--- config.mk ---
export PLATFORM = sky130hd
export DESIGN_NAME = awg_top
export DESIGN_NICKNAME = d
export VERILOG_FILES = /design/src/awg_regs_pkg.sv /design/src/awg_pkg.sv /design/src/awg_if.sv /design/src/awg_top.sv /design/src/awg_player.sv /design/src/awg_buffer.sv /design/src/awg_loader.sv /design/src/awg_regs.sv
export SDC_FILE = /design/constraint.sdc
export NUM_CORES = 1
export LEC_CHECK = 0
export ABC_CLOCK_PERIOD_IN_PS = 3800
export BUFFER_PORTS_ARGS = -buffer_cell sky130_fd_sc_hd__buf_4
export CAP_MARGIN = 30
export CORE_UTILIZATION = 50
export DETAILED_ROUTE_END_ITERATION = 12
export GPL_TIMING_DRIVEN = 1
export PLACE_DENSITY_LB_ADDON = 0.05
export SYNTH_ARGS = -nofsm -noshare
export SYNTH_HDL_FRONTEND = slang
export SYNTH_SLANG_ARGS = --single-unit
--- constraint.sdc ---
create_clock -name dac_clk -period 3.8 [get_ports dac_clk]
set_clock_uncertainty 0.15 [all_clocks]
set_input_delay 0.57 -clock dac_clk [delete_from_list [all_inputs] [get_ports dac_clk]]
set_output_delay 0.57 -clock dac_clk [all_outputs]
set_load 0.02 [all_outputs]
--- src/awg_regs_pkg.sv ---
package awg_regs_pkg;

  // byte addressed register space, five words
  localparam int AXIL_ADDR_WIDTH = 5;

  localparam logic [AXIL_ADDR_WIDTH-1:0] ADDR_CTRL   = 5'h00;
  localparam logic [AXIL_ADDR_WIDTH-1:0] ADDR_DEPTH  = 5'h04;
  localparam logic [AXIL_ADDR_WIDTH-1:0] ADDR_TRIG   = 5'h08;
  localparam logic [AXIL_ADDR_WIDTH-1:0] ADDR_BURST  = 5'h0C;
  localparam logic [AXIL_ADDR_WIDTH-1:0] ADDR_STATUS = 5'h10;

  typedef enum logic [1:0] {
    RESP_OKAY   = 2'b00,
    RESP_SLVERR = 2'b10
  } resp_e;

  //////////////////////////////
  // views of one bus word
  //////////////////////////////

  // start in bit 0, stop in bit 1
  typedef struct packed {
    logic [29:0] rsvd;
    logic        stop;
    logic        start;
  } ctrl_view_t;

  // error code in 1:0, valid in 2, loader state in 4:3
  typedef struct packed {
    logic [26:0] rsvd;
    logic [1:0]  state;
    logic        valid;
    logic [1:0]  code;
  } status_view_t;

  typedef union packed {
    ctrl_view_t          ctrl;
    logic [7:0][3:0]     depth;
    logic [15:0][1:0]    trig;
    logic [1:0][15:0]    burst;
    status_view_t        status;
  } reg_word_u;

endpackage

--- src/awg_pkg.sv ---
package awg_pkg;

  //////////////////////////////
  // datapath word format
  //////////////////////////////

  localparam int SAMPLE_WIDTH = 16;
  localparam int PARALLEL_SAMPLES = 2;

  // one signed dac sample
  typedef logic signed [SAMPLE_WIDTH-1:0] sample_t;

  // stream word and buffer word share one format
  // sample 0 sits in the low half
  typedef sample_t [PARALLEL_SAMPLES-1:0] word_t;

  //////////////////////////////
  // playback and loader control
  //////////////////////////////

  // frames per burst, 0 plays one frame
  localparam int BURST_WIDTH = 16;

  // per-channel trigger output behaviour
  typedef enum logic [1:0] {
    TRIG_NONE  = 2'd0,
    TRIG_FIRST = 2'd1,
    TRIG_EVERY = 2'd2
  } trig_mode_e;

  // loader FSM, also visible in the status register
  typedef enum logic [1:0] {
    LOAD_IDLE      = 2'd0,
    LOAD_ACCEPTING = 2'd1,
    LOAD_BLOCKING  = 2'd2
  } load_state_e;

endpackage
--- src/awg_if.sv ---
`timescale 1ns/10ps

// configuration from the register block to loader and player
interface awg_cfg_if #(
  parameter int CHANNELS = 2,
  parameter int DEPTH = 16,
  localparam int AW = $clog2(DEPTH)
) ();
  import awg_pkg::*;

  logic [CHANNELS-1:0][AW-1:0] last_addr;
  trig_mode_e [CHANNELS-1:0] trig_mode;
  logic [CHANNELS-1:0][BURST_WIDTH-1:0] burst_len;
  // single cycle commands
  logic arm;
  logic start;
  logic stop;
  // loader status back to the register block
  load_state_e load_state;
  logic [1:0] err_code;
  logic err_set;
  // end of burst from the player
  logic play_done;

  modport regs (
    output last_addr, trig_mode, burst_len, arm, start, stop,
    input  load_state, err_code, err_set
  );
  modport loader (
    input  last_addr, arm, stop, play_done,
    output load_state, err_code, err_set
  );
  modport player (
    input  last_addr, trig_mode, burst_len, start, stop,
    output play_done
  );
endinterface

// buffer write port, loader to buffer
interface awg_wr_if #(
  parameter int CHANNELS = 2,
  parameter int DEPTH = 16,
  localparam int AW = $clog2(DEPTH),
  localparam int CW = (CHANNELS > 1) ? $clog2(CHANNELS) : 1
) ();
  import awg_pkg::*;

  logic en;
  logic [CW-1:0] channel;
  logic [AW-1:0] addr;
  word_t data;

  modport source (output en, channel, addr, data);
  modport sink (input en, channel, addr, data);
endinterface

--- src/awg_top.sv ---
`timescale 1ns/10ps

module awg_top #(
  parameter int CHANNELS = 2,
  parameter int DEPTH = 16
) (
  input  logic dac_clk,
  input  logic dma_reset,
  // AXI4-Lite slave
  input  logic [awg_regs_pkg::AXIL_ADDR_WIDTH-1:0] s_axil_awaddr,
  input  logic s_axil_awvalid,
  output logic s_axil_awready,
  input  logic [31:0] s_axil_wdata,
  input  logic s_axil_wvalid,
  output logic s_axil_wready,
  output logic [1:0] s_axil_bresp,
  output logic s_axil_bvalid,
  input  logic s_axil_bready,
  input  logic [awg_regs_pkg::AXIL_ADDR_WIDTH-1:0] s_axil_araddr,
  input  logic s_axil_arvalid,
  output logic s_axil_arready,
  output logic [31:0] s_axil_rdata,
  output logic [1:0] s_axil_rresp,
  output logic s_axil_rvalid,
  input  logic s_axil_rready,
  // waveform stream
  input  awg_pkg::word_t s_data,
  input  logic s_valid,
  output logic s_ready,
  input  logic s_last,
  // dac side
  output awg_pkg::word_t [CHANNELS-1:0] dac_data,
  output logic dac_valid,
  output logic [CHANNELS-1:0] dac_trigger
);
  import awg_pkg::*;

  logic [CHANNELS-1:0][$clog2(DEPTH)-1:0] rd_addr;
  word_t [CHANNELS-1:0] rd_data;

  awg_cfg_if #(.CHANNELS(CHANNELS), .DEPTH(DEPTH)) cfg_if ();
  awg_wr_if #(.CHANNELS(CHANNELS), .DEPTH(DEPTH)) wr_if ();

  awg_regs #(.CHANNELS(CHANNELS), .DEPTH(DEPTH)) i_regs (
    .dac_clk, .dma_reset,
    .s_axil_awaddr, .s_axil_awvalid, .s_axil_awready,
    .s_axil_wdata, .s_axil_wvalid, .s_axil_wready,
    .s_axil_bresp, .s_axil_bvalid, .s_axil_bready,
    .s_axil_araddr, .s_axil_arvalid, .s_axil_arready,
    .s_axil_rdata, .s_axil_rresp, .s_axil_rvalid, .s_axil_rready,
    .cfg(cfg_if.regs)
  );

  awg_loader #(.CHANNELS(CHANNELS), .DEPTH(DEPTH)) i_loader (
    .dac_clk, .dma_reset,
    .s_data, .s_valid, .s_last, .s_ready,
    .cfg(cfg_if.loader),
    .wr(wr_if.source)
  );

  awg_buffer #(.CHANNELS(CHANNELS), .DEPTH(DEPTH)) i_buffer (
    .dac_clk,
    .wr(wr_if.sink),
    .rd_addr,
    .rd_data
  );

  awg_player #(.CHANNELS(CHANNELS), .DEPTH(DEPTH)) i_player (
    .dac_clk, .dma_reset,
    .cfg(cfg_if.player),
    .rd_addr, .rd_data,
    .dac_data, .dac_valid, .dac_trigger
  );

endmodule

--- src/awg_player.sv ---
`timescale 1ns/10ps

module awg_player #(
  parameter int CHANNELS = 2,
  parameter int DEPTH = 16,
  localparam int AW = $clog2(DEPTH)
) (
  input  logic dac_clk,
  input  logic dma_reset,
  awg_cfg_if.player cfg,
  output logic [CHANNELS-1:0][AW-1:0] rd_addr,
  input  awg_pkg::word_t [CHANNELS-1:0] rd_data,
  output awg_pkg::word_t [CHANNELS-1:0] dac_data,
  output logic dac_valid,
  output logic [CHANNELS-1:0] dac_trigger
);
  import awg_pkg::*;

  logic active;
  logic [CHANNELS-1:0][BURST_WIDTH-1:0] frame;
  logic [CHANNELS-1:0][BURST_WIDTH-1:0] last_frame;
  logic [CHANNELS-1:0] addr_at_max;
  logic [CHANNELS-1:0] frame_at_max;
  logic [CHANNELS-1:0] finished;
  logic [CHANNELS-1:0] trig_hit;
  // two stages to line up with the buffer read
  logic [1:0][CHANNELS-1:0] zero_pipe;
  logic [1:0][CHANNELS-1:0] trig_pipe;
  logic [2:0] valid_sr;

  always_comb begin
    for (int ch = 0; ch < CHANNELS; ch++) begin
      // burst of 0 plays a single frame
      last_frame[ch] = (cfg.burst_len[ch] == '0) ? '0 : cfg.burst_len[ch] - 1'b1;
      addr_at_max[ch] = rd_addr[ch] == cfg.last_addr[ch];
      frame_at_max[ch] = frame[ch] == last_frame[ch];
      // trigger on word 0 of a frame still to be played
      trig_hit[ch] = active & ~finished[ch] & (rd_addr[ch] == '0) &
                     ((cfg.trig_mode[ch] == TRIG_EVERY) |
                      ((cfg.trig_mode[ch] == TRIG_FIRST) & (frame[ch] == '0)));
    end
  end

  //////////////////////////////
  // playback FSM and counters
  //////////////////////////////

  always_ff @(posedge dac_clk) begin
    if (dma_reset) begin
      active <= 1'b0;
    end else if (active) begin
      if (cfg.stop || cfg.play_done) active <= 1'b0;
    end else if (cfg.start) begin
      active <= 1'b1;
    end
  end

  always_ff @(posedge dac_clk) begin
    if (dma_reset || !active) begin
      // idle holds address 0 ready for the first active cycle
      rd_addr <= '0;
      frame <= '0;
      finished <= '0;
    end else begin
      for (int ch = 0; ch < CHANNELS; ch++) begin
        if (!finished[ch]) begin
          if (addr_at_max[ch]) begin
            rd_addr[ch] <= '0;
            frame[ch] <= frame[ch] + 1'b1;
            if (frame_at_max[ch]) finished[ch] <= 1'b1;
          end else begin
            rd_addr[ch] <= rd_addr[ch] + 1'b1;
          end
        end
      end
    end
  end

  // one pulse once every channel is through
  always_ff @(posedge dac_clk) begin
    if (dma_reset) begin
      cfg.play_done <= 1'b0;
    end else begin
      cfg.play_done <= active & (&finished) & ~cfg.play_done;
    end
  end

  //////////////////////////////
  // output stage
  //////////////////////////////

  always_ff @(posedge dac_clk) begin
    if (dma_reset) begin
      zero_pipe <= '1;
      trig_pipe <= '0;
      dac_trigger <= '0;
      dac_data <= '0;
      valid_sr <= '0;
    end else begin
      zero_pipe[0] <= {CHANNELS{~active}} | finished;
      zero_pipe[1] <= zero_pipe[0];
      trig_pipe[0] <= trig_hit;
      trig_pipe[1] <= trig_pipe[0];
      dac_trigger <= trig_pipe[1];
      valid_sr <= {valid_sr[1:0], 1'b1};
      for (int ch = 0; ch < CHANNELS; ch++) begin
        dac_data[ch] <= zero_pipe[1][ch] ? '0 : rd_data[ch];
      end
    end
  end

  // output runs freely once out of reset
  assign dac_valid = valid_sr[2];

endmodule

--- src/awg_buffer.sv ---
`timescale 1ns/10ps

module awg_buffer #(
  parameter int CHANNELS = 2,
  parameter int DEPTH = 16,
  localparam int AW = $clog2(DEPTH),
  localparam int CW = (CHANNELS > 1) ? $clog2(CHANNELS) : 1
) (
  input  logic dac_clk,
  awg_wr_if.sink wr,
  input  logic [CHANNELS-1:0][AW-1:0] rd_addr,
  output awg_pkg::word_t [CHANNELS-1:0] rd_data
);
  import awg_pkg::*;

  // one memory per channel, all read in parallel
  for (genvar ch = 0; ch < CHANNELS; ch++) begin : g_chan
    word_t mem [DEPTH];
    word_t rd_q;

    always_ff @(posedge dac_clk) begin
      if (wr.en && wr.channel == CW'(ch)) begin
        mem[wr.addr] <= wr.data;
      end
      // memory output register then one more stage
      rd_q <= mem[rd_addr[ch]];
      rd_data[ch] <= rd_q;
    end
  end

endmodule

--- src/awg_loader.sv ---
`timescale 1ns/10ps

module awg_loader #(
  parameter int CHANNELS = 2,
  parameter int DEPTH = 16,
  localparam int AW = $clog2(DEPTH),
  localparam int CW = (CHANNELS > 1) ? $clog2(CHANNELS) : 1
) (
  input  logic dac_clk,
  input  logic dma_reset,
  input  awg_pkg::word_t s_data,
  input  logic s_valid,
  input  logic s_last,
  output logic s_ready,
  awg_cfg_if.loader cfg,
  awg_wr_if.source wr
);
  import awg_pkg::*;

  load_state_e state;
  word_t word_q;
  logic last_q;
  logic word_valid;
  logic [AW-1:0] wr_addr;
  logic [CW-1:0] wr_chan;
  // set once a channel has taken its last address
  logic [CHANNELS-1:0] chan_full;
  logic accept;
  logic addr_at_max;
  logic last_chan;
  logic buffer_end;

  assign s_ready = state == LOAD_ACCEPTING;
  assign accept = s_valid & s_ready;

  // accepted word is written one cycle later
  assign wr.en = word_valid & ~chan_full[wr_chan];
  assign wr.channel = wr_chan;
  assign wr.addr = wr_addr;
  assign wr.data = word_q;

  assign addr_at_max = wr_addr == cfg.last_addr[wr_chan];
  assign last_chan = wr_chan == CW'(CHANNELS - 1);
  assign buffer_end = wr.en & addr_at_max & last_chan;

  // status report on the final write or on an early last
  // code 0 for a clean load, 1 when last never came, 2 when it came early
  assign cfg.err_set = buffer_end | (wr.en & last_q);
  assign cfg.err_code = buffer_end ? {1'b0, ~last_q} : 2'd2;
  assign cfg.load_state = state;

  //////////////////////////////
  // loader FSM
  //////////////////////////////

  always_ff @(posedge dac_clk) begin
    if (dma_reset) begin
      state <= LOAD_IDLE;
    end else begin
      case (state)
        LOAD_IDLE: if (cfg.arm) state <= LOAD_ACCEPTING;
        // ends on last or on the final buffer address
        LOAD_ACCEPTING: if ((accept && s_last) || buffer_end) state <= LOAD_BLOCKING;
        LOAD_BLOCKING: if (cfg.stop || cfg.play_done) state <= LOAD_IDLE;
        default: state <= LOAD_IDLE;
      endcase
    end
  end

  // stream word staging
  always_ff @(posedge dac_clk) begin
    word_q <= s_data;
    last_q <= s_last;
  end

  // write pointer walks each channel up to its last address
  always_ff @(posedge dac_clk) begin
    if (dma_reset) begin
      word_valid <= 1'b0;
      wr_addr <= '0;
      wr_chan <= '0;
      chan_full <= '0;
    end else begin
      word_valid <= accept;
      if (state == LOAD_IDLE) begin
        wr_addr <= '0;
        wr_chan <= '0;
        chan_full <= '0;
      end else if (wr.en) begin
        if (addr_at_max) begin
          wr_addr <= '0;
          chan_full[wr_chan] <= 1'b1;
          // wrap keeps extra words off channel 0 since it is already full
          wr_chan <= last_chan ? '0 : wr_chan + 1'b1;
        end else begin
          wr_addr <= wr_addr + 1'b1;
        end
      end
    end
  end

endmodule

--- src/awg_regs.sv ---
`timescale 1ns/10ps

module awg_regs #(
  parameter int CHANNELS = 2,
  parameter int DEPTH = 16,
  localparam int AW = $clog2(DEPTH)
) (
  input  logic dac_clk,
  input  logic dma_reset,
  input  logic [awg_regs_pkg::AXIL_ADDR_WIDTH-1:0] s_axil_awaddr,
  input  logic s_axil_awvalid,
  output logic s_axil_awready,
  input  logic [31:0] s_axil_wdata,
  input  logic s_axil_wvalid,
  output logic s_axil_wready,
  output logic [1:0] s_axil_bresp,
  output logic s_axil_bvalid,
  input  logic s_axil_bready,
  input  logic [awg_regs_pkg::AXIL_ADDR_WIDTH-1:0] s_axil_araddr,
  input  logic s_axil_arvalid,
  output logic s_axil_arready,
  output logic [31:0] s_axil_rdata,
  output logic [1:0] s_axil_rresp,
  output logic s_axil_rvalid,
  input  logic s_axil_rready,
  awg_cfg_if.regs cfg
);
  import awg_pkg::*;
  import awg_regs_pkg::*;

  reg_word_u wr_word;
  reg_word_u rd_word;
  logic [1:0] rd_resp;
  logic wr_accept;
  logic rd_accept;
  logic cfg_addr;
  logic cfg_locked;
  logic [1:0] err_code_q;
  logic err_valid;

  // address and data are taken together, one write in flight
  assign wr_accept = s_axil_awvalid & s_axil_wvalid & ~s_axil_bvalid;
  assign rd_accept = s_axil_arvalid & ~s_axil_rvalid;
  assign s_axil_awready = wr_accept;
  assign s_axil_wready = wr_accept;
  assign s_axil_arready = rd_accept;
  assign wr_word = s_axil_wdata;

  // configuration only changes while the loader is idle
  assign cfg_addr = s_axil_awaddr inside {ADDR_DEPTH, ADDR_TRIG, ADDR_BURST};
  assign cfg_locked = cfg.load_state != LOAD_IDLE;

  //////////////////////////////
  // write channel
  //////////////////////////////

  always_ff @(posedge dac_clk) begin
    if (dma_reset) begin
      cfg.last_addr <= '0;
      cfg.burst_len <= '0;
      for (int ch = 0; ch < CHANNELS; ch++) begin
        cfg.trig_mode[ch] <= TRIG_NONE;
      end
      cfg.arm <= 1'b0;
      cfg.start <= 1'b0;
      cfg.stop <= 1'b0;
      s_axil_bvalid <= 1'b0;
      s_axil_bresp <= RESP_OKAY;
    end else begin
      // commands are single cycle pulses
      cfg.arm <= 1'b0;
      cfg.start <= 1'b0;
      cfg.stop <= 1'b0;
      if (s_axil_bvalid && s_axil_bready) begin
        s_axil_bvalid <= 1'b0;
      end
      if (wr_accept) begin
        s_axil_bvalid <= 1'b1;
        // locked config writes and unmapped or read-only words get slverr
        if ((cfg_addr && cfg_locked) || !(cfg_addr || s_axil_awaddr == ADDR_CTRL)) begin
          s_axil_bresp <= RESP_SLVERR;
        end else begin
          s_axil_bresp <= RESP_OKAY;
        end
        case (s_axil_awaddr)
          ADDR_CTRL: begin
            // no start while the buffers are being filled
            cfg.start <= wr_word.ctrl.start & (cfg.load_state != LOAD_ACCEPTING);
            cfg.stop <= wr_word.ctrl.stop;
          end
          ADDR_DEPTH: begin
            if (!cfg_locked) begin
              for (int ch = 0; ch < CHANNELS; ch++) begin
                cfg.last_addr[ch] <= AW'(wr_word.depth[ch]);
              end
              // depth write arms the loader
              cfg.arm <= 1'b1;
            end
          end
          ADDR_TRIG: begin
            if (!cfg_locked) begin
              for (int ch = 0; ch < CHANNELS; ch++) begin
                cfg.trig_mode[ch] <= trig_mode_e'(wr_word.trig[ch]);
              end
            end
          end
          ADDR_BURST: begin
            // a burst of 0 is kept, the player treats it as 1
            if (!cfg_locked) begin
              for (int ch = 0; ch < CHANNELS; ch++) begin
                cfg.burst_len[ch] <= wr_word.burst[ch];
              end
            end
          end
          default: begin
          end
        endcase
      end
    end
  end

  //////////////////////////////
  // load status
  //////////////////////////////

  always_ff @(posedge dac_clk) begin
    if (dma_reset) begin
      err_code_q <= 2'd0;
      err_valid <= 1'b0;
    end else if (cfg.arm) begin
      // new load starts with a clean status
      err_code_q <= 2'd0;
      err_valid <= 1'b0;
    end else if (cfg.err_set) begin
      err_code_q <= cfg.err_code;
      err_valid <= 1'b1;
    end else if (rd_accept && s_axil_araddr == ADDR_STATUS) begin
      // clear on read
      err_valid <= 1'b0;
    end
  end

  //////////////////////////////
  // read channel
  //////////////////////////////

  always_comb begin
    rd_word = '0;
    rd_resp = RESP_OKAY;
    case (s_axil_araddr)
      ADDR_CTRL: begin
        // commands read back as zero
        rd_word = '0;
      end
      ADDR_DEPTH: begin
        for (int ch = 0; ch < CHANNELS; ch++) begin
          rd_word.depth[ch] = 4'(cfg.last_addr[ch]);
        end
      end
      ADDR_TRIG: begin
        for (int ch = 0; ch < CHANNELS; ch++) begin
          rd_word.trig[ch] = cfg.trig_mode[ch];
        end
      end
      ADDR_BURST: begin
        for (int ch = 0; ch < CHANNELS; ch++) begin
          rd_word.burst[ch] = cfg.burst_len[ch];
        end
      end
      ADDR_STATUS: begin
        rd_word.status.code = err_code_q;
        rd_word.status.valid = err_valid;
        rd_word.status.state = cfg.load_state;
      end
      default: rd_resp = RESP_SLVERR;
    endcase
  end

  always_ff @(posedge dac_clk) begin
    if (rd_accept) begin
      s_axil_rdata <= rd_word;
      s_axil_rresp <= rd_resp;
    end
    if (dma_reset) begin
      s_axil_rvalid <= 1'b0;
    end else if (rd_accept) begin
      s_axil_rvalid <= 1'b1;
    end else if (s_axil_rready) begin
      s_axil_rvalid <= 1'b0;
    end
  end

endmodule

Word-level counts from Yosys, hierarchy flattened
Memory sizes are Yosys's and may differ from the RTL's. A register that Yosys moved wholly into a read port is not among the register bits. Cells that the tools add are included.

Bits in read-only memories: 0. Memory bits (writable): 1024. Latch bits: 0. Word-level logic and storage cells: 204. Output and inout bits: 109. Register bits after elaboration: 316. Memories kept: 2.

Muxes and demuxes: 43. Add/subtract/negate cells: 8. Shift operators: 0. $mul: 0. Reduce and logical (&&, ||, !) cells: 43. Equality and inequality tests: 22. Order comparisons: 2. Div/mod/pow operators: 0. Bitwise gates (word level): 37.

Memories: i_buffer.g_chan[0].mem (words 16, bits a word 32, rd ports 1, clocked after Yosys merged registers in 1, wr ports 1, line awg_buffer.sv:18) `word_t mem [DEPTH];`; i_buffer.g_chan[1].mem (words 16, bits a word 32, rd ports 1, clocked after Yosys merged registers in 1, wr ports 1, line awg_buffer.sv:18).

Operators with widths (number): $logic_not A16 Y1 (4); $add A16 B1 Y16 const B (2); $eq A16 B16 Y1 (2); $mux W16 (2); $sub A16 B1 Y16 const B (2); $mux W1 (25); $eq A5 B4 Y1 const B (4); $mux W4 (5); $and A1 B1 Y1 (19); $pmux W4 S4 (1); $not A1 Y1 (13); $add A4 B1 Y4 const B (3); $eq A4 B4 Y1 (3); $mux W2 (6); $reduce_and A3 Y1 (4); $eq A5 B3 Y1 const B (2); $logic_not A5 Y1 (2); $logic_not A4 Y1 (2); $reduce_and A2 Y1 (4); $reduce_bool A2 Y1 (4); $reduce_or A2 Y1 (4); $logic_and A1 B1 Y1 (7); $eq A2 B1 Y1 const B (3); $eq A2 B2 Y1 const B (3); other kinds (18) (29).

Depth between registers and ports, before layout
Word-level depth: 9. Mapped depth: 10. Gate-level depth less buffers: 9.

Hierarchy
Synthesis repeated with hierarchy kept, for this count alone.

Cell total of the unflattened synthesis: 2789. Area total of the unflattened synthesis: 51433.1 µm².

By module, submodules not included: awg_buffer (area an instance 40976.8 µm², instances 1, cells each 1747); awg_player (area an instance 5507.8 µm², instances 1, cells each 626); awg_regs (area an instance 3702.3 µm², instances 1, cells each 320); awg_loader (area an instance 1246.2 µm², instances 1, cells each 96).

Worst setup path after synthesis
Ideal clock, no wire load.

Path type: in2reg. Start: input s_axil_arvalid. End: register i_regs.err_valid. Arrival time: 2791 ps. Path slack: 729 ps. Cell stages on the path: 4. Path through: nor2b_1 > nand2_1 > a221oi_1 > nor3_1.

Word-level cells in the longest chain between the ends: 3.

Ends and longest elaborated chain: from (decl) (line awg_top.sv:20) `input logic s_axil_arvalid,`; $and A1 B1 Y1 (line awg_regs.sv:43) `assign rd_accept = s_axil_arvalid & ~s_axil_rvalid;`; $logic_and A1 B1 Y1 (line awg_regs.sv:137) `end else if (rd_accept && s_axil_araddr == ADDR_STATUS) begin`; $reduce_bool A2 Y1 (no source line); to (signal assigned) (line awg_regs.sv:133) `err_valid <= 1'b0;`; to (signal assigned) (line awg_regs.sv:136) `err_valid <= 1'b1;`; to (signal assigned) (line awg_regs.sv:139) `err_valid <= 1'b0;`; to (decl) (line awg_regs.sv:39) `logic err_valid;`.

Every way passes these cells. A chain may end at the register's enable or synchronous reset.

Worst setup path after layout
Start: register i_loader.wr_chan (netlist: i_loader.wr.channel). End: memory i_buffer.g_chan[1].mem[3][8] in the netlist's numbering (enable).

Word-level cells in the longest chain between the ends: 7.

Ends and longest elaborated chain: from (decl) (line awg_loader.sv:25) `logic [CW-1:0] wr_chan;`; from (signal assigned) (line awg_loader.sv:94) `wr_chan <= last_chan ? '0 : wr_chan + 1'b1;`; $mux W1 (not written as such) (2 in a row) (line awg_loader.sv:37) `assign wr.en = word_valid & ~chan_full[wr_chan];`; $not A1 Y1 (line awg_loader.sv:37); $and A1 B1 Y1 (line awg_loader.sv:37); $logic_and A1 B1 Y1 (*) (line awg_buffer.sv:22) `if (wr.en && wr.channel == CW'(ch)) begin`; $mux W1 (*) (line awg_buffer.sv:22); $mux W1 (not written as such) (*) (line awg_buffer.sv:23) `mem[wr.addr] <= wr.data;`; to (decl) (line awg_buffer.sv:18).

Every way passes the cells marked *; elsewhere a longest branch is shown, timed or not. The select of a mux whose other input is x is not followed.

==> results.yml <==
logic_synthesis:
  synth_cell_types: 71
  synth_edf_count: 1057
  synth_xor_area_frac: 0.0131
  syn_inst: 2672
  synthAdderAreaFrac: 0.00342
  yosysTopAreaCellShare: 0.619
  synth_top_family_by_area: "multiplexers"
  async_flop_share: 0
  mappedNetlistArea_mm2: 0.0513
  avgSynthCellArea_um2: 19.2
  yosysSeqAreaShare: 0.753
  synth.ff_latch_count: 1402
  yosysTopAreaCell: "edfxtp_1"
  ys_warn_count: 0
  synth_compound_area_frac: 0.0179
  synthMuxAreaShare: 0.144
  synthTopCellsByArea: "edfxtp_1 62%, mux4_2 14%, dfxtp_1 13%, and2_1 1.5%, nand2_1 0.93%"
  yosys.area_share.simple: 0.0540
  ys.flop_type: "edfxtp_1"
clock_network:
  root_buffer: "clkbuf_16"
  ctsResizeCount: 0
  tritoncts: "done"
  cts.sinks: 1402
  h-tree-depth: 4
  cts_buffer_depth: 3
  cts_buffers: 144
  insertion_delay_ns: 0.75
  path_clk_slew_ns: 0.06
place:
  place.gp.congestion: 0.867
  io_buffers: 189
  place_area_mm2: 0.0551
  dp_hpwl_um: 69200
drt:
  vias: 25600
  wl_um: 116000
  firstDrtPassIters: 5
  drcViolationCount: 0
  post_drt_via_cell_ratio: 5.65
  drt-wirelength-per-cell_um: 25.7
  drtIter0Drc: 2452
  ant_nets: 0
die:
  die_w_um: 322
  die-height_um: 322
  die_area_mm2: 0.104
  rows: 117
  initial_core_util: 0.504
  io_pins: 192
  core_mm2: 0.102
worst_setup_path:
  r2r_setup_slack_ns: 0.72
  worstPathCellList: "o211a_1, nand2_1, nor3_1, and2_2"
  cp.required_ns: 4.00
  cp-start-kind: "flop"
  cp_slowest_cell: "and2_2"
  cpPeakStageDelay_ns: 0.84
  worst-path-buf-inv: 0
  cp_max_fo: 32
  crit_type: "reg2reg"
  critPathTopFamily: "simple AND/OR/NAND/NOR gates"
  arrival_ns: 3.28
  cp-end-kind: "flop"
final_layout:
  n_antenna_cell: 0
  nets: 3138
  syn_to_final_growth_pct: 18.3
  layout-drive-gt1-share: 0.282
  fillers: 7327
  design_area_mm2: 0.0607
flow_run:
  cap_violations: 0
sta:
  max_slew_margin: 0.327
  worst_slew_pin_slew_ns: 1.01
  hold_violations: 0
  rsz0062_at_grt: "false"
  fmax_mhz: 325
  period_needed_ns: 3.08
  finalCritPeriodShare: 0.810
  setup_viol: 0
  drv_slew: 0
  setup-tns-final_ns: 0
grt:
  grt_pass1_vias: 26700
  antenna_found_initial: 4
  gr-total-overflow: 0
  grt_pass1_wl_um: 173000
  grtUsageTotal: 0.229
  grt_max_degree: 133
status:
  status: "complete, no violations"
power:
  p_per_area_mw_per_mm2: 512
  ir_drop_uv: 538
  p_leak_nw: 20.0
hold_path:
  hold_path.class: "in2reg"
-- report_power, final --
group,switching (mW),total [mW],internal [mW]
clock network,5.65,14.0,8.38
registers,0.0780,16.6,16.5
logic,0.276,0.504,0.228
total,6.00,31.1,25.1
-- cell usage after synthesis (all sizes together), types with 6 or more instances --
| master | instances |
|---|---|
| a21oi | 67 |
| and2 | 125 |
| and3 | 13 |
| buf | 37 |
| clkbuf | 114 |
| dfxtp | 345 |
| edfxtp | 1057 |
| ha | 14 |
| inv | 28 |
| mux2i | 16 |
| mux4 | 320 |
| nand2 | 127 |
| nand2b | 12 |
| nand3 | 14 |
| nand3b | 6 |
| nand4 | 15 |
| nor2 | 85 |
| nor2b | 13 |
| nor3 | 38 |
| nor3b | 6 |
| nor4 | 20 |
| o21ai | 22 |
| or3 | 12 |
| or4 | 9 |
| xnor2 | 39 |
| xor2 | 32 |
-- worst min-delay path: stages --
cell    delay, ns
buf_4        0.12
nor4_1       0.06
and2_1       0.15
-- what timing repair did --
item                      4_1_cts  5_1_grt
hold endpoints to repair       84        0
setup buffers                   0        0
hold buffers                   75        0
-- final timing paths --
| path | startpoint | to | cells past startpoint |
|---|---|---|---|
| hold reg to reg | i_buffer.g_chan[1].rd_q[17] | i_buffer.rd_data[49] | 0 |
| setup reg to reg | i_loader.wr.channel | i_buffer.g_chan[1].mem[3][8] | 4 |
| setup / recovery | i_loader.wr.channel | i_buffer.g_chan[1].mem[3][8] | 4 |
| hold / removal | s_axil_awaddr[2] | i_regs.cfg.stop | 3 |
-- metrics by stage --
stage | setup WS, ns | util | power [mW] | instances | hold WS [ns]
floorplan | 0.729 | - | 17.0 | 2673 | 0.160
global placement | 0.794 | 0.536 | 17.2 | 4162 | 0.161
detailed placement | 0.676 | 0.541 | 17.3 | 4184 | 0.162
CTS | 0.648 | 0.595 | 31.4 | 4521 | 0.0100
global route | 0.450 | 0.596 | 32.0 | 4525 | 0.0508
finish | 0.723 | 0.596 | 31.1 | 4525 | 0.0573
-- sequential cells by signal, summed over array words and instances (netlist names), 3 cells and up --
| signal | flops |
|---|---|
| i_buffer.g_chan.mem | 1024 |
| i_regs.cfg.burst_len | 32 |
| i_player.zero_pipe | 4 |
| i_player.rd_addr | 8 |
| i_player.trig_pipe | 4 |
| i_player.dac_data | 64 |
| i_loader.wr.addr | 4 |
| i_player.frame | 32 |
| i_loader.wr.data | 32 |
| i_regs.s_axil_rdata | 32 |
| i_buffer.rd_data | 64 |
| i_regs.cfg.last_addr | 8 |
| i_player.valid_sr | 3 |
| i_buffer.g_chan.rd_q | 64 |
| i_regs.cfg.trig_mode | 4 |
-- logic make-up (layout without fill, tap and decap cells) --
kind of cell	Yosys count	after routing
AO/OA/AOI/OAI	145	145
XOR/XNOR	73	73
adder cells (fa/ha/maj)	14	14
buffers and inverters	179	663
flip-flops	1402	1402
multiplexers	338	338
other	1	2
AND/OR/NAND/NOR	520	520
-- final cells by class --
class / count / area [µm²] / share of cell area
inverter: 28 / 105 / 0.00173
clock inverter: 51 / 522 / 0.00860
timing repair buffer: 373 / 3460 / 0.0570
sequential: 1402 / 38700 / 0.637
tap: 1368 / 1710 / 0.0282
multi-input combinational: 1092 / 12000 / 0.198
clock buffer: 211 / 4220 / 0.0695
-- metal layers --
layer,part of all wire,global-route usage,up-vias
li1,-,-,11300
met1,0.41,0.306,13300
met2,0.51,0.387,813
met3,0.054,0.0378,183
met4,0.026,0.0738,2
met5,0.00011,0,-
-- cells in the final DEF, fill, tap and decap left out, types with 28 or more instances in the layout --
| cell | instances |
|---|---|
| a21oi_1 | 67 |
| and2_1 | 93 |
| and2_2 | 32 |
| buf_4 | 266 |
| clkbuf_1 | 43 |
| clkbuf_16 | 156 |
| dfxtp_1 | 337 |
| dlygate4sd3_1 | 75 |
| edfxtp_1 | 1057 |
| inv_1 | 28 |
| mux4_2 | 320 |
| nand2_1 | 127 |
| nor2_1 | 83 |
| nor3_1 | 37 |
| xnor2_1 | 39 |
| xor2_1 | 32 |
(Power assumes the default switching activity.)
